`config.mk`:
```
export PLATFORM = sky130hd
export DESIGN_NAME = robot_io_top
export DESIGN_NICKNAME = d
export VERILOG_FILES = /design/src/source/ctrl_pkg.sv /design/src/source/spi_pkg.sv /design/src/source/actuator_outputs.sv /design/src/source/control_regs.sv /design/src/source/pwm_channel.sv /design/src/source/robot_io_top.sv /design/src/source/spi_target.sv
export VERILOG_INCLUDE_DIRS = /design/src /design/src/source
export SDC_FILE = /design/constraint.sdc
export NUM_CORES = 1
export LEC_CHECK = 0
export BUFFER_PORTS_ARGS = -buffer_cell sky130_fd_sc_hd__buf_2
export CAP_MARGIN = 5
export CORE_MARGIN = 2
export CORE_UTILIZATION = 59
export CTS_CLUSTER_DIAMETER = 40
export DETAILED_ROUTE_END_ITERATION = 12
export PLACE_DENSITY = 0.8
export SLEW_MARGIN = 0
export SYNTH_ARGS = -nofsm -noshare
export SYNTH_HDL_FRONTEND = slang
export SYNTH_HIERARCHICAL = 1
export SYNTH_SLANG_ARGS = --single-unit
```
`constraint.sdc`:
```
create_clock -name clock -period 3.05 [get_ports clock]
set_input_delay 0.1525 -clock clock [delete_from_list [all_inputs] [get_ports clock]]
set_output_delay 0.1525 -clock clock [all_outputs]
set_load 0.02 [all_outputs]
```
`src/source/robot_io_defines.svh`:
```
//////////////////////////////////////////////////////////////////////
// Robot I/O shared constants
// Widths, register map, PWM divider taps and the identification value
//////////////////////////////////////////////////////////////////////
`ifndef ROBOT_IO_DEFINES_SVH
`define ROBOT_IO_DEFINES_SVH

`define ROBOT_IO_ADDR_W          6      // Register address bits
`define ROBOT_IO_DATA_W          8      // Register data bits
`define ROBOT_IO_NUM_DRIVE       4      // Drive channels at addresses 0..3

`define ROBOT_IO_ADDR_LED        4      // Status LED control
`define ROBOT_IO_ADDR_ID         5      // Read-only identification
`define ROBOT_IO_ID              8'hA5

// Divider taps shortened for simulation
`define ROBOT_IO_DRIVE_TICK_LOG2 3
`define ROBOT_IO_LED_TICK_LOG2   4

`define ROBOT_IO_SYNC_STAGES     2      // SPI pin synchronizer depth

`endif

```
`src/source/ctrl_pkg.sv`:
```
//////////////////////////////////////////////////////////////////////
// Control register types
// Register layouts and the actuator command bundles
//////////////////////////////////////////////////////////////////////
`include "robot_io_defines.svh"

package ctrl_pkg;

    // Drive channel control byte
    typedef struct packed {
        logic       enable;         // Channel on
        logic       direction;      // Motor direction pin
        logic       reserved;       // Unused
        logic [4:0] speed;          // Duty in steps of 4/256
    } drive_reg_t;

    // Status LED control byte
    typedef struct packed {
        logic [3:0] brightness;     // Duty in steps of 16/256
        logic       fault;          // Fault LED on
        logic       pi;             // Host link LED on
        logic       ps4;            // Controller LED on
        logic       spare;          // Unused
    } led_reg_t;

    // One stored byte, viewed by its address
    typedef union packed {
        drive_reg_t                  drive;   // Addresses 0..3
        led_reg_t                    led;     // LED address
        logic [`ROBOT_IO_DATA_W-1:0] raw;     // Bus view
    } reg_word_u;

    typedef drive_reg_t [`ROBOT_IO_NUM_DRIVE-1:0] drive_cmd_t;  // All drive channels

endpackage

```
`src/source/spi_pkg.sv`:
```
//////////////////////////////////////////////////////////////////////
// SPI access types
// Register address and the access strobe bundle from the SPI target
//////////////////////////////////////////////////////////////////////
`include "robot_io_defines.svh"

package spi_pkg;

    typedef logic [`ROBOT_IO_ADDR_W-1:0] reg_addr_t;    // Register address

    // One register access with single-clock strobes
    typedef struct packed {
        reg_addr_t                   address;           // Target register
        logic                        write_en;          // Write strobe
        logic                        read_en;           // Read strobe
        logic [`ROBOT_IO_DATA_W-1:0] wr_data;           // Write payload
    } reg_access_t;

endpackage

```
`src/source/actuator_outputs.sv`:
```
//////////////////////////////////////////////////////////////////////
// Actuator outputs
// Tick divider, drive motor PWM and direction, dimmed status LEDs
//////////////////////////////////////////////////////////////////////
`include "robot_io_defines.svh"

module actuator_outputs (
    input  logic                 clock,         // System clock
    input  logic                 reset_n,       // Async reset, active low
    input  ctrl_pkg::drive_cmd_t drive_cmd,     // Drive channel controls
    input  ctrl_pkg::led_reg_t   led_cmd,       // LED control
    output logic [3:0]           sd_pwm,        // Drive PWM waves
    output logic [3:0]           sd_dir,        // Drive direction pins
    output logic                 status_fault,
    output logic                 status_pi,
    output logic                 status_ps4,
    output logic                 status_debug   // Raw LED wave
);

    localparam int DRIVE_TAP = `ROBOT_IO_DRIVE_TICK_LOG2;
    localparam int LED_TAP   = `ROBOT_IO_LED_TICK_LOG2;
    localparam int DIV_W     = (DRIVE_TAP > LED_TAP ? DRIVE_TAP : LED_TAP) + 1;
    localparam logic [DIV_W-1:0] DRIVE_MASK = (DIV_W'(1) << DRIVE_TAP) - 1'b1;
    localparam logic [DIV_W-1:0] LED_MASK   = (DIV_W'(1) << LED_TAP) - 1'b1;

    logic [DIV_W-1:0] div_cnt;      // Free-running divider
    logic             drive_tick;
    logic             led_tick;
    logic             led_wave;

    //////////////////////////////////////////////////////////////////////
    // Tick divider
    //////////////////////////////////////////////////////////////////////
    always_ff @(posedge clock or negedge reset_n) begin
        if (!reset_n)
            div_cnt <= '0;
        else
            div_cnt <= div_cnt + 1'b1;
    end

    assign drive_tick = (div_cnt & DRIVE_MASK) == DRIVE_MASK;  // Every 2^tap
    assign led_tick   = (div_cnt & LED_MASK) == LED_MASK;

    //////////////////////////////////////////////////////////////////////
    // Drive channels
    //////////////////////////////////////////////////////////////////////
    for (genvar i = 0; i < `ROBOT_IO_NUM_DRIVE; i++) begin : g_drive
        pwm_channel #(.TICK_LOG2(DRIVE_TAP)) u_pwm (
            .clock      (clock),
            .reset_n    (reset_n),
            .tick       (drive_tick),
            .enable     (drive_cmd[i].enable),
            .ratio      ({1'b0, drive_cmd[i].speed, 2'b00}),   // Speed x 4
            .pwm_signal (sd_pwm[i])
        );
    end

    always_ff @(posedge clock or negedge reset_n) begin
        if (!reset_n)
            sd_dir <= '0;
        else
            for (int i = 0; i < `ROBOT_IO_NUM_DRIVE; i++)
                sd_dir[i] <= drive_cmd[i].direction;
    end

    //////////////////////////////////////////////////////////////////////
    // Status LEDs
    //////////////////////////////////////////////////////////////////////
    pwm_channel #(.TICK_LOG2(LED_TAP)) u_led (
        .clock      (clock),
        .reset_n    (reset_n),
        .tick       (led_tick),
        .enable     (1'b1),                             // Always dimming
        .ratio      ({led_cmd.brightness, 4'b0000}),    // Brightness x 16
        .pwm_signal (led_wave)
    );

    assign status_fault = led_wave & led_cmd.fault;
    assign status_pi    = led_wave & led_cmd.pi;
    assign status_ps4   = led_wave & led_cmd.ps4;
    assign status_debug = led_wave;

endmodule

```
`src/source/control_regs.sv`:
```
//////////////////////////////////////////////////////////////////////
// Control register file
// Drive and LED registers, ID readback, actuator command levels
//////////////////////////////////////////////////////////////////////
`include "robot_io_defines.svh"

module control_regs (
    input  logic                        clock,      // System clock
    input  logic                        reset_n,    // Async reset, active low
    input  spi_pkg::reg_access_t        access,     // Access from SPI target
    output logic [`ROBOT_IO_DATA_W-1:0] rd_data,    // Read data, same cycle
    output ctrl_pkg::drive_cmd_t        drive_cmd,  // Drive channel controls
    output ctrl_pkg::led_reg_t          led_cmd     // LED control
);

    localparam int NUM_REGS = `ROBOT_IO_ADDR_LED + 1;   // Drives then LED

    ctrl_pkg::reg_word_u regs [NUM_REGS];

    //////////////////////////////////////////////////////////////////////
    // Write decode
    //////////////////////////////////////////////////////////////////////
    always_ff @(posedge clock or negedge reset_n) begin
        if (!reset_n) begin
            for (int i = 0; i < NUM_REGS; i++)
                regs[i] <= '0;
        end else if (access.write_en) begin
            for (int i = 0; i < NUM_REGS; i++) begin
                if (access.address == i)
                    regs[i].raw <= access.wr_data;  // ID and holes fall through
            end
        end
    end

    // Read mux
    always_comb begin
        rd_data = '0;                               // Unmapped reads
        if (access.address == `ROBOT_IO_ADDR_ID)
            rd_data = `ROBOT_IO_ID;
        for (int i = 0; i < NUM_REGS; i++) begin
            if (access.address == i)
                rd_data = regs[i].raw;
        end
    end

    // Same storage decoded per address
    always_comb begin
        for (int i = 0; i < `ROBOT_IO_NUM_DRIVE; i++)
            drive_cmd[i] = regs[i].drive;
        led_cmd = regs[`ROBOT_IO_ADDR_LED].led;
    end

    // Decode of an X address would corrupt a register silently
    a_addr_known: assert property (@(posedge clock) disable iff (!reset_n)
        (access.write_en || access.read_en) |-> !$isunknown(access.address));

endmodule

```
`src/source/pwm_channel.sv`:
```
//////////////////////////////////////////////////////////////////////
// Tick-paced 8-bit PWM generator
// Ratio and enable take effect at the period wrap
//////////////////////////////////////////////////////////////////////
`include "robot_io_defines.svh"

module pwm_channel #(
    parameter int TICK_LOG2 = 0                     // Divider tap feeding tick
) (
    input  logic       clock,       // System clock
    input  logic       reset_n,     // Async reset, active low
    input  logic       tick,        // Advance strobe
    input  logic       enable,      // Channel on
    input  logic [7:0] ratio,       // High ticks per 256
    output logic       pwm_signal   // PWM wave
);

    logic [7:0] tick_cnt;           // Position in period
    logic [7:0] ratio_q;            // Latched at wrap
    logic       enable_q;

    always_ff @(posedge clock or negedge reset_n) begin
        if (!reset_n) begin
            tick_cnt   <= '0;
            ratio_q    <= '0;
            enable_q   <= 1'b0;
            pwm_signal <= 1'b0;
        end else begin
            if (tick) begin
                tick_cnt <= tick_cnt + 8'd1;
                if (tick_cnt == 8'hFF) begin    // Period boundary
                    ratio_q  <= ratio;
                    enable_q <= enable;
                end
            end
            pwm_signal <= enable_q && (tick_cnt < ratio_q);
        end
    end

    // Divider and channel agree on the tick spacing
    a_tick_spacing: assert property (@(posedge clock) disable iff (!reset_n)
        tick |-> ##(1 << TICK_LOG2) tick);

    // A disabled period produces no pulse
    a_off_low: assert property (@(posedge clock) disable iff (!reset_n)
        !enable_q |-> !pwm_signal);

endmodule

```
`src/source/robot_io_top.sv`:
```
//////////////////////////////////////////////////////////////////////
// Robot I/O top level
// SPI target, control registers and actuator outputs
//////////////////////////////////////////////////////////////////////
`include "robot_io_defines.svh"

module robot_io_top (
    input  logic       clock,           // System clock
    input  logic       reset_n,         // Async reset, active low
    input  logic       spi_clock,       // SPI clock
    input  logic       cs_n,            // SPI chip select
    input  logic       mosi,            // SPI data in
    output logic       miso,            // SPI data out
    output logic [3:0] sd_pwm,          // Drive PWM
    output logic [3:0] sd_dir,          // Drive direction
    output logic       status_fault,    // Fault LED
    output logic       status_pi,       // Host link LED
    output logic       status_ps4,      // Controller LED
    output logic       status_debug     // Debug LED
);

    spi_pkg::reg_access_t        access;
    logic [`ROBOT_IO_DATA_W-1:0] rd_data;
    ctrl_pkg::drive_cmd_t        drive_cmd;
    ctrl_pkg::led_reg_t          led_cmd;

    spi_target u_spi (
        .clock     (clock),
        .reset_n   (reset_n),
        .spi_clock (spi_clock),
        .cs_n      (cs_n),
        .mosi      (mosi),
        .rd_data   (rd_data),
        .miso      (miso),
        .access    (access)
    );

    control_regs u_regs (
        .clock     (clock),
        .reset_n   (reset_n),
        .access    (access),
        .rd_data   (rd_data),
        .drive_cmd (drive_cmd),
        .led_cmd   (led_cmd)
    );

    actuator_outputs u_outputs (
        .clock        (clock),
        .reset_n      (reset_n),
        .drive_cmd    (drive_cmd),
        .led_cmd      (led_cmd),
        .sd_pwm       (sd_pwm),
        .sd_dir       (sd_dir),
        .status_fault (status_fault),
        .status_pi    (status_pi),
        .status_ps4   (status_ps4),
        .status_debug (status_debug)
    );

endmodule

```
`src/source/spi_target.sv`:
```
//////////////////////////////////////////////////////////////////////
// SPI mode-0 target
// Oversamples the SPI pins, decodes 16-bit frames into register accesses
//////////////////////////////////////////////////////////////////////
`include "robot_io_defines.svh"

module spi_target (
    input  logic                        clock,      // System clock
    input  logic                        reset_n,    // Async reset, active low
    input  logic                        spi_clock,  // SPI clock from host
    input  logic                        cs_n,       // Chip select, active low
    input  logic                        mosi,       // Host to target data
    input  logic [`ROBOT_IO_DATA_W-1:0] rd_data,    // Register read data
    output logic                        miso,       // Target to host data
    output spi_pkg::reg_access_t        access      // Register access
);

    localparam int STAGES = `ROBOT_IO_SYNC_STAGES;
    localparam int DW     = `ROBOT_IO_DATA_W;

    logic [STAGES-1:0] sclk_sync;       // SPI clock synchronizer
    logic [STAGES-1:0] cs_sync;         // Chip select synchronizer
    logic [STAGES-1:0] mosi_sync;       // Data synchronizer
    logic              sclk_prev;       // For edge detection
    logic              sclk_rise;
    logic              sclk_fall;
    logic              cs_s;
    logic              mosi_s;
    logic [4:0]        bit_cnt;         // Rising edges this frame
    logic [DW-1:0]     rx_shift;        // Incoming bits
    logic [DW-1:0]     tx_shift;        // Outgoing read data
    logic              is_write;        // Command bit of byte 0
    logic              miso_q;

    //////////////////////////////////////////////////////////////////////
    // Pin synchronizers and edge detect
    //////////////////////////////////////////////////////////////////////
    always_ff @(posedge clock or negedge reset_n) begin
        if (!reset_n) begin
            sclk_sync <= '0;
            cs_sync   <= '1;                // Deselected
            mosi_sync <= '0;
            sclk_prev <= 1'b0;
        end else begin
            sclk_sync <= {sclk_sync[STAGES-2:0], spi_clock};
            cs_sync   <= {cs_sync[STAGES-2:0], cs_n};
            mosi_sync <= {mosi_sync[STAGES-2:0], mosi};
            sclk_prev <= sclk_sync[STAGES-1];
        end
    end

    assign cs_s      = cs_sync[STAGES-1];
    assign mosi_s    = mosi_sync[STAGES-1];
    assign sclk_rise = sclk_sync[STAGES-1] & ~sclk_prev;   // Sample point
    assign sclk_fall = ~sclk_sync[STAGES-1] & sclk_prev;   // Shift-out point

    //////////////////////////////////////////////////////////////////////
    // Frame decode
    //////////////////////////////////////////////////////////////////////
    always_ff @(posedge clock or negedge reset_n) begin
        if (!reset_n) begin
            bit_cnt  <= '0;
            rx_shift <= '0;
            tx_shift <= '0;
            is_write <= 1'b0;
            miso_q   <= 1'b0;
            access   <= '0;
        end else begin
            access.read_en  <= 1'b0;        // Strobes are single pulses
            access.write_en <= 1'b0;
            if (cs_s) begin                 // Idle or aborted frame
                bit_cnt  <= '0;
                tx_shift <= '0;
                miso_q   <= 1'b0;
            end else begin
                if (access.read_en)
                    tx_shift <= rd_data;    // Capture alongside the strobe
                if (sclk_rise) begin
                    rx_shift <= {rx_shift[DW-2:0], mosi_s};
                    bit_cnt  <= bit_cnt + 5'd1;
                    if (bit_cnt == 5'd7) begin      // Byte 0 complete
                        access.address <= {rx_shift[4:0], mosi_s};
                        is_write       <= rx_shift[6];
                        access.read_en <= ~rx_shift[6];
                    end
                    if (bit_cnt == 5'd15 && is_write) begin
                        access.wr_data  <= {rx_shift[DW-2:0], mosi_s};
                        access.write_en <= 1'b1;
                    end
                end
                if (sclk_fall) begin        // Zeros until read data loads
                    miso_q   <= tx_shift[DW-1];
                    tx_shift <= {tx_shift[DW-2:0], 1'b0};
                end
            end
        end
    end

    assign miso = miso_q & ~cs_n;           // Quiet when deselected

    // Read and write come from different bytes of one frame
    a_one_strobe: assert property (@(posedge clock) disable iff (!reset_n)
        !(access.read_en && access.write_en));

endmodule

```
==> results of run 1 <==
-- path summary, 6_finish.rpt --
path                               startpoint                                      to  slack (ps)  cells after the start
hold reg to reg            u_spi/sclk_sync[0]                      u_spi/sclk_sync[1]         350                      0
setup / recovery             u_spi/access[10]                       u_spi/tx_shift[6]         880                      4
min in group asynchronous             reset_n  u_outputs/g_drive[2].u_pwm/tick_cnt[6]         370                      2
setup reg to reg             u_spi/access[10]                       u_spi/tx_shift[6]         880                      4
max in group asynchronous             reset_n   u_outputs/g_drive[3].u_pwm/ratio_q[6]        1930                      3
hold / removal             u_spi/sclk_sync[0]                      u_spi/sclk_sync[1]         350                      0
-- Yosys cell counts, drive strengths merged, types with 7 or more instances --
| cell type | instances | area, um^2 |
|---|---|---|
| mux2 | 113 | 1440 |
| buf | 8 | 65.1 |
| a211oi | 13 | 97.6 |
| nor2 | 30 | 194 |
| ha | 44 | 551 |
| inv | 38 | 143 |
| nand4 | 23 | 315 |
| nor2b | 8 | 50.1 |
| mux2i | 14 | 140 |
| nand2b | 7 | 43.8 |
| o211ai | 9 | 67.6 |
| xor2 | 16 | 140 |
| xnor2 | 22 | 193 |
| dfrtp | 181 | 4530 |
| and3 | 8 | 50.1 |
| nand2 | 16 | 60.1 |
-- final cells by class --
cell class              count  area (um^2)
repair buffers             25          186
flip-flops and latches    183         4580
clock buffers              19          453
inverters                  38          143
clock inverters            13          134
fillers                  1030         4810
multi-input cells         395         3940
well taps                 184          230
-- state kept, by name (all words and copies together), names as in the netlist, 7 cells and up --
name / cells
u_spi/tx_shift: 8
u_outputs/g_drive.u_pwm/tick_cnt: 32
u_regs/drive_cmd: 32
u_spi/rx_shift: 7
u_outputs/u_led/tick_cnt: 8
u_outputs/u_led/ratio_q: 8
u_outputs/g_drive.u_pwm/ratio_q: 32
u_spi/access: 16
u_regs/led_cmd: 8
-- kinds of logic (layout without fill, tap and decap cells) --
kind of cell	count (synthesis)	in the layout	share of synthesized area
other	2	17	0.000865
flip-flops	183	183	0.528
AND/OR/NAND/NOR	115	115	0.106
adder cells (fa/ha/maj)	44	44	0.0634
buffers and inverters	49	95	0.0252
XOR/XNOR	38	38	0.0383
AO/OA/AOI/OAI	50	50	0.0458
multiplexers	131	131	0.192
-- per-stage QoR --
stage / hold WS [ps] / cells
after floorplan: -143 / 627
after global placement: 261 / 821
after detailed placement: 262 / 821
after CTS: 334 / 857
after global routing: 354 / 857
final: 352 / 857
-- routing by layer --
metal	share of wire	wire length, um	global-route usage	up-vias
met5	0	0	0	-
met1	0.45	6870	0.277	2459
met4	0.023	347	0.0771	0
met2	0.49	7450	0.338	74
met3	0.033	505	0.0526	31
li1	-	-	-	2287
-- power breakdown --
| group | internal (mW) | switching (mW) | leakage [nW] |
|---|---|---|---|
| clock | 1.13 | 1.02 | 0.288 |
| sequential | 2.48 | 0.0520 | 2.47 |
| combinational | 0.0528 | 0.0749 | 1.93 |
| total | 3.66 | 1.15 | 4.69 |
==> impl_metrics.env, run 1 <==
export IMPL_status="complete, no violations"
export IMPL_ys_async_sr_fraction=1.00
export IMPL_fp_dieH_um=125
export IMPL_startpoint_type="flip-flop"
export IMPL_worst_path_largest_cell_delay_ps=870
export IMPL_wl_um=15200
export IMPL_crit_family="flip-flops"
export IMPL_path_buf_inv=0
export IMPL_post_route_util=0.668
export IMPL_htreeDepth=4
export IMPL_worst_slew_pin_slew_ps=896
export IMPL_p_leak_nw=4.69
export IMPL_gp_congestion=0.830
export IMPL_port_buffers=17
export IMPL_cts_root_buffer="clkbuf_16"
export IMPL_drt_initial_drc_count=248
export IMPL_cts_sinks=183
export IMPL_critical_path_class="flip-flop to flip-flop"
export IMPL_ant_nets=0
export IMPL_cp_end_kind="flip-flop"
export IMPL_vias=4851
export IMPL_core_mm2=0.0145
export IMPL_die_area_mm2=0.0157
export IMPL_cp_slowest_cell="dfrtp_1"
export IMPL_numCtsBuffers=17
export IMPL_via_per_inst=5.66
export IMPL_cts_buffer_depth=2
export IMPL_wl_per_cell_um=17.7
export IMPL_drc=0
export IMPL_critPathRequiredTime_ps=3330
export IMPL_powerDensity_mw_per_mm2=498
export IMPL_dr_pass1_iters=4
export IMPL_ys_seq_area_frac=0.528
export IMPL_cp_arrival_ps=2450
export IMPL_fin_nets=709
export IMPL_grt_pass1_wl_um=26000
export IMPL_ys_warn_count=6
export IMPL_synth_edf_count=0
export IMPL_dp_hpwl_um=10700
export IMPL_max_cap_violations=0
export IMPL_areaGrowthSynthToFinish_pct=11.3
export IMPL_ctsResizeCount=0
export IMPL_drive_gt1_frac=0.291
export IMPL_synthCells=612
export IMPL_timing_final_crit_share=0.712
export IMPL_synthDistinctLibCells=42
export IMPL_grt_antenna_before_repair=0
export IMPL_path_clk_slew_ps=70
export IMPL_die_w_um=125
export IMPL_ios=18
export IMPL_netlist_area_mm2=0.00868
export IMPL_grt_remaining_overflow=0
export IMPL_final_common_cell="dfrtp_1"
export IMPL_antenna_cells=0
export IMPL_grt_max_degree=97
export IMPL_cts_hold_buf=4
export IMPL_avgSynthCellArea_um2=14.2
export IMPL_ir_worst_vdd_uv=479
export IMPL_clk_latency_ps=430
export IMPL_num_rows=44
export IMPL_critical_path_max_fanout=19
export IMPL_cts_setup_buffers=0
export IMPL_worstHoldPathType="flip-flop to flip-flop"
export IMPL_rsz0062_at_grt="no"
export IMPL_fin_crit_ps=2170
export IMPL_final_cell_mix="dfrtp_1, mux2_2, mux2_4"
export IMPL_timing_max_slew_rel_slack=0.403
export IMPL_grt_usage=0.209
export IMPL_setup_tns_ps=0
export IMPL_place_area_mm2=0.00904
export IMPL_setup_viol=0
export IMPL_maxSlewViolCount=0
export IMPL_finalPower_mw=4.81
export IMPL_ys_seq_elements=183
export IMPL_synth_ff_type="dfrtp_1"
export IMPL_clock_skew_ps=7.72
export IMPL_preCtsSetupSlack_ps=920
export IMPL_cp_cell_sequence="mux4_2 > a22o_1 > mux2i_1 > a211oi_1"
export IMPL_hold_violations=0
export IMPL_final_setup_worst_slack_ps=878
export IMPL_grt_pass1_vias=5159
export IMPL_cts_tree="done"
export IMPL_max_freq_mhz=460
export IMPL_finalInstanceArea_mm2=0.00967
export IMPL_initial_utilization=0.600
Note: power is estimated with default switching activity, not from simulation.
==> inputs of run 2 (changes only) <==
CORE_UTILIZATION = 57   (was 59)
clock period = 1.9 ns   (was 3.05 ns; I/O delays follow)
==> impl_metrics.env, run 2 (synthesis results as in run 1) <==
export IMPL_status="complete, no violations"
export IMPL_cts_setup_buffers=0
export IMPL_numCtsBuffers=17
export IMPL_critical_path_class="flip-flop to flip-flop"
export IMPL_core_mm2=0.0150
export IMPL_cp_end_kind="flip-flop"
export IMPL_die_area_mm2=0.0162
export IMPL_fin_nets=718
export IMPL_final_common_cell="dfrtp_1"
export IMPL_startpoint_type="flip-flop"
export IMPL_via_per_inst=5.65
export IMPL_grt_usage=0.214
export IMPL_p_leak_nw=4.70
export IMPL_vias=4917
export IMPL_setup_tns_ps=0
export IMPL_ir_worst_vdd_uv=1050
export IMPL_cts_buffer_depth=2
export IMPL_critPathRequiredTime_ps=2210
export IMPL_clk_latency_ps=420
export IMPL_worstHoldPathType="input port to asynchronous set/reset pin"
export IMPL_critical_path_max_fanout=9
export IMPL_cp_arrival_ps=2130
export IMPL_cts_sinks=183
export IMPL_initial_utilization=0.578
export IMPL_clock_skew_ps=8.90
export IMPL_grt_pass1_wl_um=27000
export IMPL_finalInstanceArea_mm2=0.00971
export IMPL_fin_crit_ps=1820
export IMPL_dp_hpwl_um=11300
export IMPL_gp_congestion=0.913
export IMPL_timing_max_slew_rel_slack=0.593
export IMPL_num_rows=45
export IMPL_grt_max_degree=65
export IMPL_max_cap_violations=0
export IMPL_grt_remaining_overflow=0
export IMPL_ant_nets=0
export IMPL_cts_tree="done"
export IMPL_wl_um=15800
export IMPL_final_cell_mix="dfrtp_1, mux2_2, mux2_4"
export IMPL_die_w_um=127
export IMPL_powerDensity_mw_per_mm2=769
export IMPL_rsz0062_at_grt="no"
export IMPL_fp_dieH_um=127
export IMPL_setup_viol=0
export IMPL_cts_root_buffer="clkbuf_16"
export IMPL_htreeDepth=4
export IMPL_drive_gt1_frac=0.304
export IMPL_place_area_mm2=0.00913
export IMPL_drt_initial_drc_count=282
export IMPL_antenna_cells=0
export IMPL_drc=0
export IMPL_grt_pass1_vias=5263
export IMPL_max_freq_mhz=549
export IMPL_timing_final_crit_share=0.959
export IMPL_worst_slew_pin_slew_ps=610
export IMPL_areaGrowthSynthToFinish_pct=11.9
export IMPL_ios=18
export IMPL_port_buffers=17
export IMPL_wl_per_cell_um=18.2
export IMPL_dr_pass1_iters=4
export IMPL_path_clk_slew_ps=60
export IMPL_grt_antenna_before_repair=0
export IMPL_maxSlewViolCount=0
export IMPL_hold_violations=0
## run 2: per-stage QoR
| stage | hold WS (ps) | instances | worst slack, ps | util | power (mW) |
|---|---|---|---|---|---|
| 3_3_place_gp | 120 | 834 | 120 | 0.607 | 4.33 |
| 3_5_place_dp | 126 | 834 | 91.1 | 0.607 | 4.36 |
| 4_1_cts | 243 | 870 | 72.8 | 0.645 | 7.56 |
| 5_1_grt | 275 | 870 | 4.34 | 0.646 | 7.77 |
| 2_1_floorplan | -201 | 627 | 84.5 | - | 4.20 |
| 6_report | 234 | 870 | 77.7 | 0.646 | 7.47 |
## run 2: area by class of cell
cell class	instances	area, um^2
Sequential cell	183	4580
Clock inverter	10	76.3
Tap cell	188	235
Inverter	38	143
Timing Repair Buffer	34	267
Fill cell	1058	5320
Multi-Input combinational cell	395	3960
Clock buffer	22	454
## run 2: routing by layer
layer  GRT usage  wire (um)
met2       0.367       8200
met1       0.272       6760
met3      0.0490        627
met5           0          0
met4      0.0685        234
## run 2: critical path: stages (launching register included)
cell and delay (ps):
dfrtp_1 390, ha_1 250, and3_1 180, ha_1 130, and3_1 370, mux2_2 390
## run 2: path summary, 6_finish.rpt
| check | end | slack [ps] | from | cells after the start |
|---|---|---|---|---|
| max in group asynchronous | u_spi/access[15] | 980 | reset_n | 3 |
| setup / recovery | u_spi/access[3] | 80 | u_spi/bit_cnt[0] | 5 |
| hold reg to reg | u_spi/mosi_sync[1] | 360 | u_spi/mosi_sync[0] | 0 |
| setup reg to reg | u_spi/access[3] | 80 | u_spi/bit_cnt[0] | 5 |
| hold / removal | u_outputs/g_drive[0].u_pwm/tick_cnt[4] | 230 | reset_n | 2 |
| min in group clock | u_spi/sclk_sync[0] | 310 | spi_clock | 2 |
## run 2: repair_timing
| item | in CTS | in global routing |
|---|---|---|
| hold buffers | 4 | 0 |
| resized for setup | 0 | 5 |
| setup endpoints to repair | 0 | 3 |
| endpoints found under the hold margin | 62 | 0 |
## run 2: power breakdown
group	internal, mW	switching [mW]
clock	1.72	1.46
combinational	0.0919	0.128
sequential	3.98	0.0911
==> inputs of run 3 (changes only) <==
==> constraint.sdc (replaced) <==
create_clock -name clock -period 1.9 [get_ports clock]
set_input_delay 0.19 -clock clock [delete_from_list [all_inputs] [get_ports clock]]
set_output_delay 0.19 -clock clock [all_outputs]
set_load 0.02 [all_outputs]
==> impl_metrics.env, run 3 (synthesis results as in run 1) <==
export IMPL_powerDensity_mw_per_mm2=794
export IMPL_timing_final_crit_share=0.975
export IMPL_wl_per_cell_um=19.2
export IMPL_worst_slew_pin_slew_ps=590
export IMPL_cp_arrival_ps=2160
export IMPL_cts_tree="done"
export IMPL_clk_latency_ps=430
export IMPL_hold_violations=0
export IMPL_ant_nets=0
export IMPL_ios=18
export IMPL_gp_congestion=0.911
export IMPL_cp_end_kind="flip-flop"
export IMPL_grt_remaining_overflow=0
export IMPL_setup_viol=0
export IMPL_rsz0062_at_grt="yes"
export IMPL_fin_cells=869
export IMPL_wl_um=16600
export IMPL_final_cell_mix="dfrtp_1, mux2_2, mux2_4"
export IMPL_netSwitchingFraction=0.218
export IMPL_die_w_um=127
export IMPL_final_seq_area_mm2=0.00458
export IMPL_cts_sinks=183
export IMPL_status="complete, no violations"
export IMPL_grt_antenna_before_repair=0
export IMPL_grt_usage=0.224
export IMPL_drive_gt1_frac=0.307
export IMPL_place_area_mm2=0.00911
export IMPL_max_freq_mhz=540
export IMPL_timing_max_slew_rel_slack=0.607
export IMPL_fin_nets=718
export IMPL_finalPower_mw=7.77
export IMPL_p_clk_frac=0.449
export IMPL_finalInstanceArea_mm2=0.00979
export IMPL_htreeDepth=4
export IMPL_drt_initial_drc_count=359
export IMPL_critical_path_class="flip-flop to flip-flop"
export IMPL_critical_path_max_fanout=8
export IMPL_cp_cell_sequence="nor4_4 > and4bb_2 > mux2_2"
export IMPL_path_clk_slew_ps=70
export IMPL_fin_crit_ps=1850
export IMPL_path_buf_inv=0
export IMPL_initial_utilization=0.578
export IMPL_crit_family="simple AND/OR/NAND/NOR gates"
export IMPL_ff2ff_setup_slack_ps=50
export IMPL_critPathRequiredTime_ps=2210
export IMPL_grt_pass1_wl_um=28300
export IMPL_combPwrFrac=0.028
export IMPL_worst_path_largest_cell_delay_ps=460
export IMPL_port_buffers=17
export IMPL_die_area_mm2=0.0162
export IMPL_post_route_util=0.651
export IMPL_share_seq_of_total_power=0.523
export IMPL_core_mm2=0.0150
export IMPL_grt_pass1_vias=5342
export IMPL_grt_max_degree=66
export IMPL_cts_root_buffer="clkbuf_16"
export IMPL_startpoint_type="flip-flop"
export IMPL_maxSlewViolCount=0
export IMPL_dr_pass1_iters=4
export IMPL_ir_worst_vdd_uv=655
export IMPL_p_switching_mw=1.69
export IMPL_n_fill_cell=1057
export IMPL_drc=0
export IMPL_dp_hpwl_um=11300
export IMPL_preCtsSetupSlack_ps=54.4
export IMPL_antenna_cells=0
export IMPL_max_cap_violations=0
export IMPL_p_int_mw=6.08
export IMPL_cp_slowest_cell="and4bb_2"
export IMPL_numPlacedInstances=832
export IMPL_final_common_cell="dfrtp_1"
export IMPL_fp_dieH_um=127
export IMPL_vias=5003
export IMPL_worstHoldPathType="input port to asynchronous set/reset pin"
export IMPL_areaGrowthSynthToFinish_pct=12.7
export IMPL_multi_input_area_mm2=0.00398
export IMPL_clock_skew_ps=8.62
export IMPL_via_per_inst=5.76
export IMPL_numCtsBuffers=17
export IMPL_cts_buffer_depth=2
export IMPL_num_rows=45
export IMPL_final_setup_worst_slack_ps=48.1
export IMPL_p_leak_nw=4.74
## run 3: changes by cell type in the layout (fill, tap and decap cells not counted), sizes merged
cell,change
bufinv,+2
clkinvlp,-1
inv,-2
clkbuf,-1
clkinv,+1
## run 3: area by class of cell
type,count,area share
Tap cell,188,0.0240
Sequential cell,183,0.468
Clock buffer,21,0.0471
Clock inverter,10,0.0124
Timing Repair Buffer,34,0.0272
Multi-Input combinational cell,395,0.406
Inverter,38,0.0146
## run 3: timing repair
item	in CTS	in global routing
setup buffers	0	2
gates resized for setup	1	7
pin swaps	0	1
endpoints found under the setup margin	8	24
hold buffers	4	0
endpoints found under the hold margin	152	0
## run 3: final timing paths
kind                       cells after the start                from                                      to
setup / recovery                               3    u_spi/access[13]                     u_regs/drive_cmd[6]
hold / removal                                 2             reset_n  u_outputs/g_drive[0].u_pwm/tick_cnt[3]
setup reg to reg                               3    u_spi/access[13]                     u_regs/drive_cmd[6]
hold reg to reg                                0  u_spi/sclk_sync[0]                      u_spi/sclk_sync[1]
max in group asynchronous                      3             reset_n  u_outputs/g_drive[1].u_pwm/tick_cnt[1]
min in group clock                             0  u_spi/sclk_sync[0]                      u_spi/sclk_sync[1]
## run 3: power groups by stage
stage,clock network (mW),logic (mW),registers (mW)
6_report,3.49,0.216,4.06
2_1_floorplan,0,0.104,4.10
3_5_place_dp,0,0.213,4.13
3_3_place_gp,0,0.202,4.12
5_1_grt,3.72,0.249,4.07
4_1_cts,3.56,0.221,4.06
## run 3: worst register-to-register path: stages, from the launching register on
cell	delay, ps
dfrtp_1	440
nor4_4	450
and4bb_2	460
mux2_2	380
## run 3: through the flow
step,hold slack (ps),setup TNS [ps]
final,181,0
after global routing,203,-58.8
after CTS,179,0
after detailed placement,63.3,0
after global placement,59.1,0
after floorplan,-106,0
## run 3: per-layer routing
metal,track usage,share of wire
met1,0.297,0.44
met2,0.375,0.52
met3,0.0452,0.022
met4,0.0737,0.020
met5,0,0
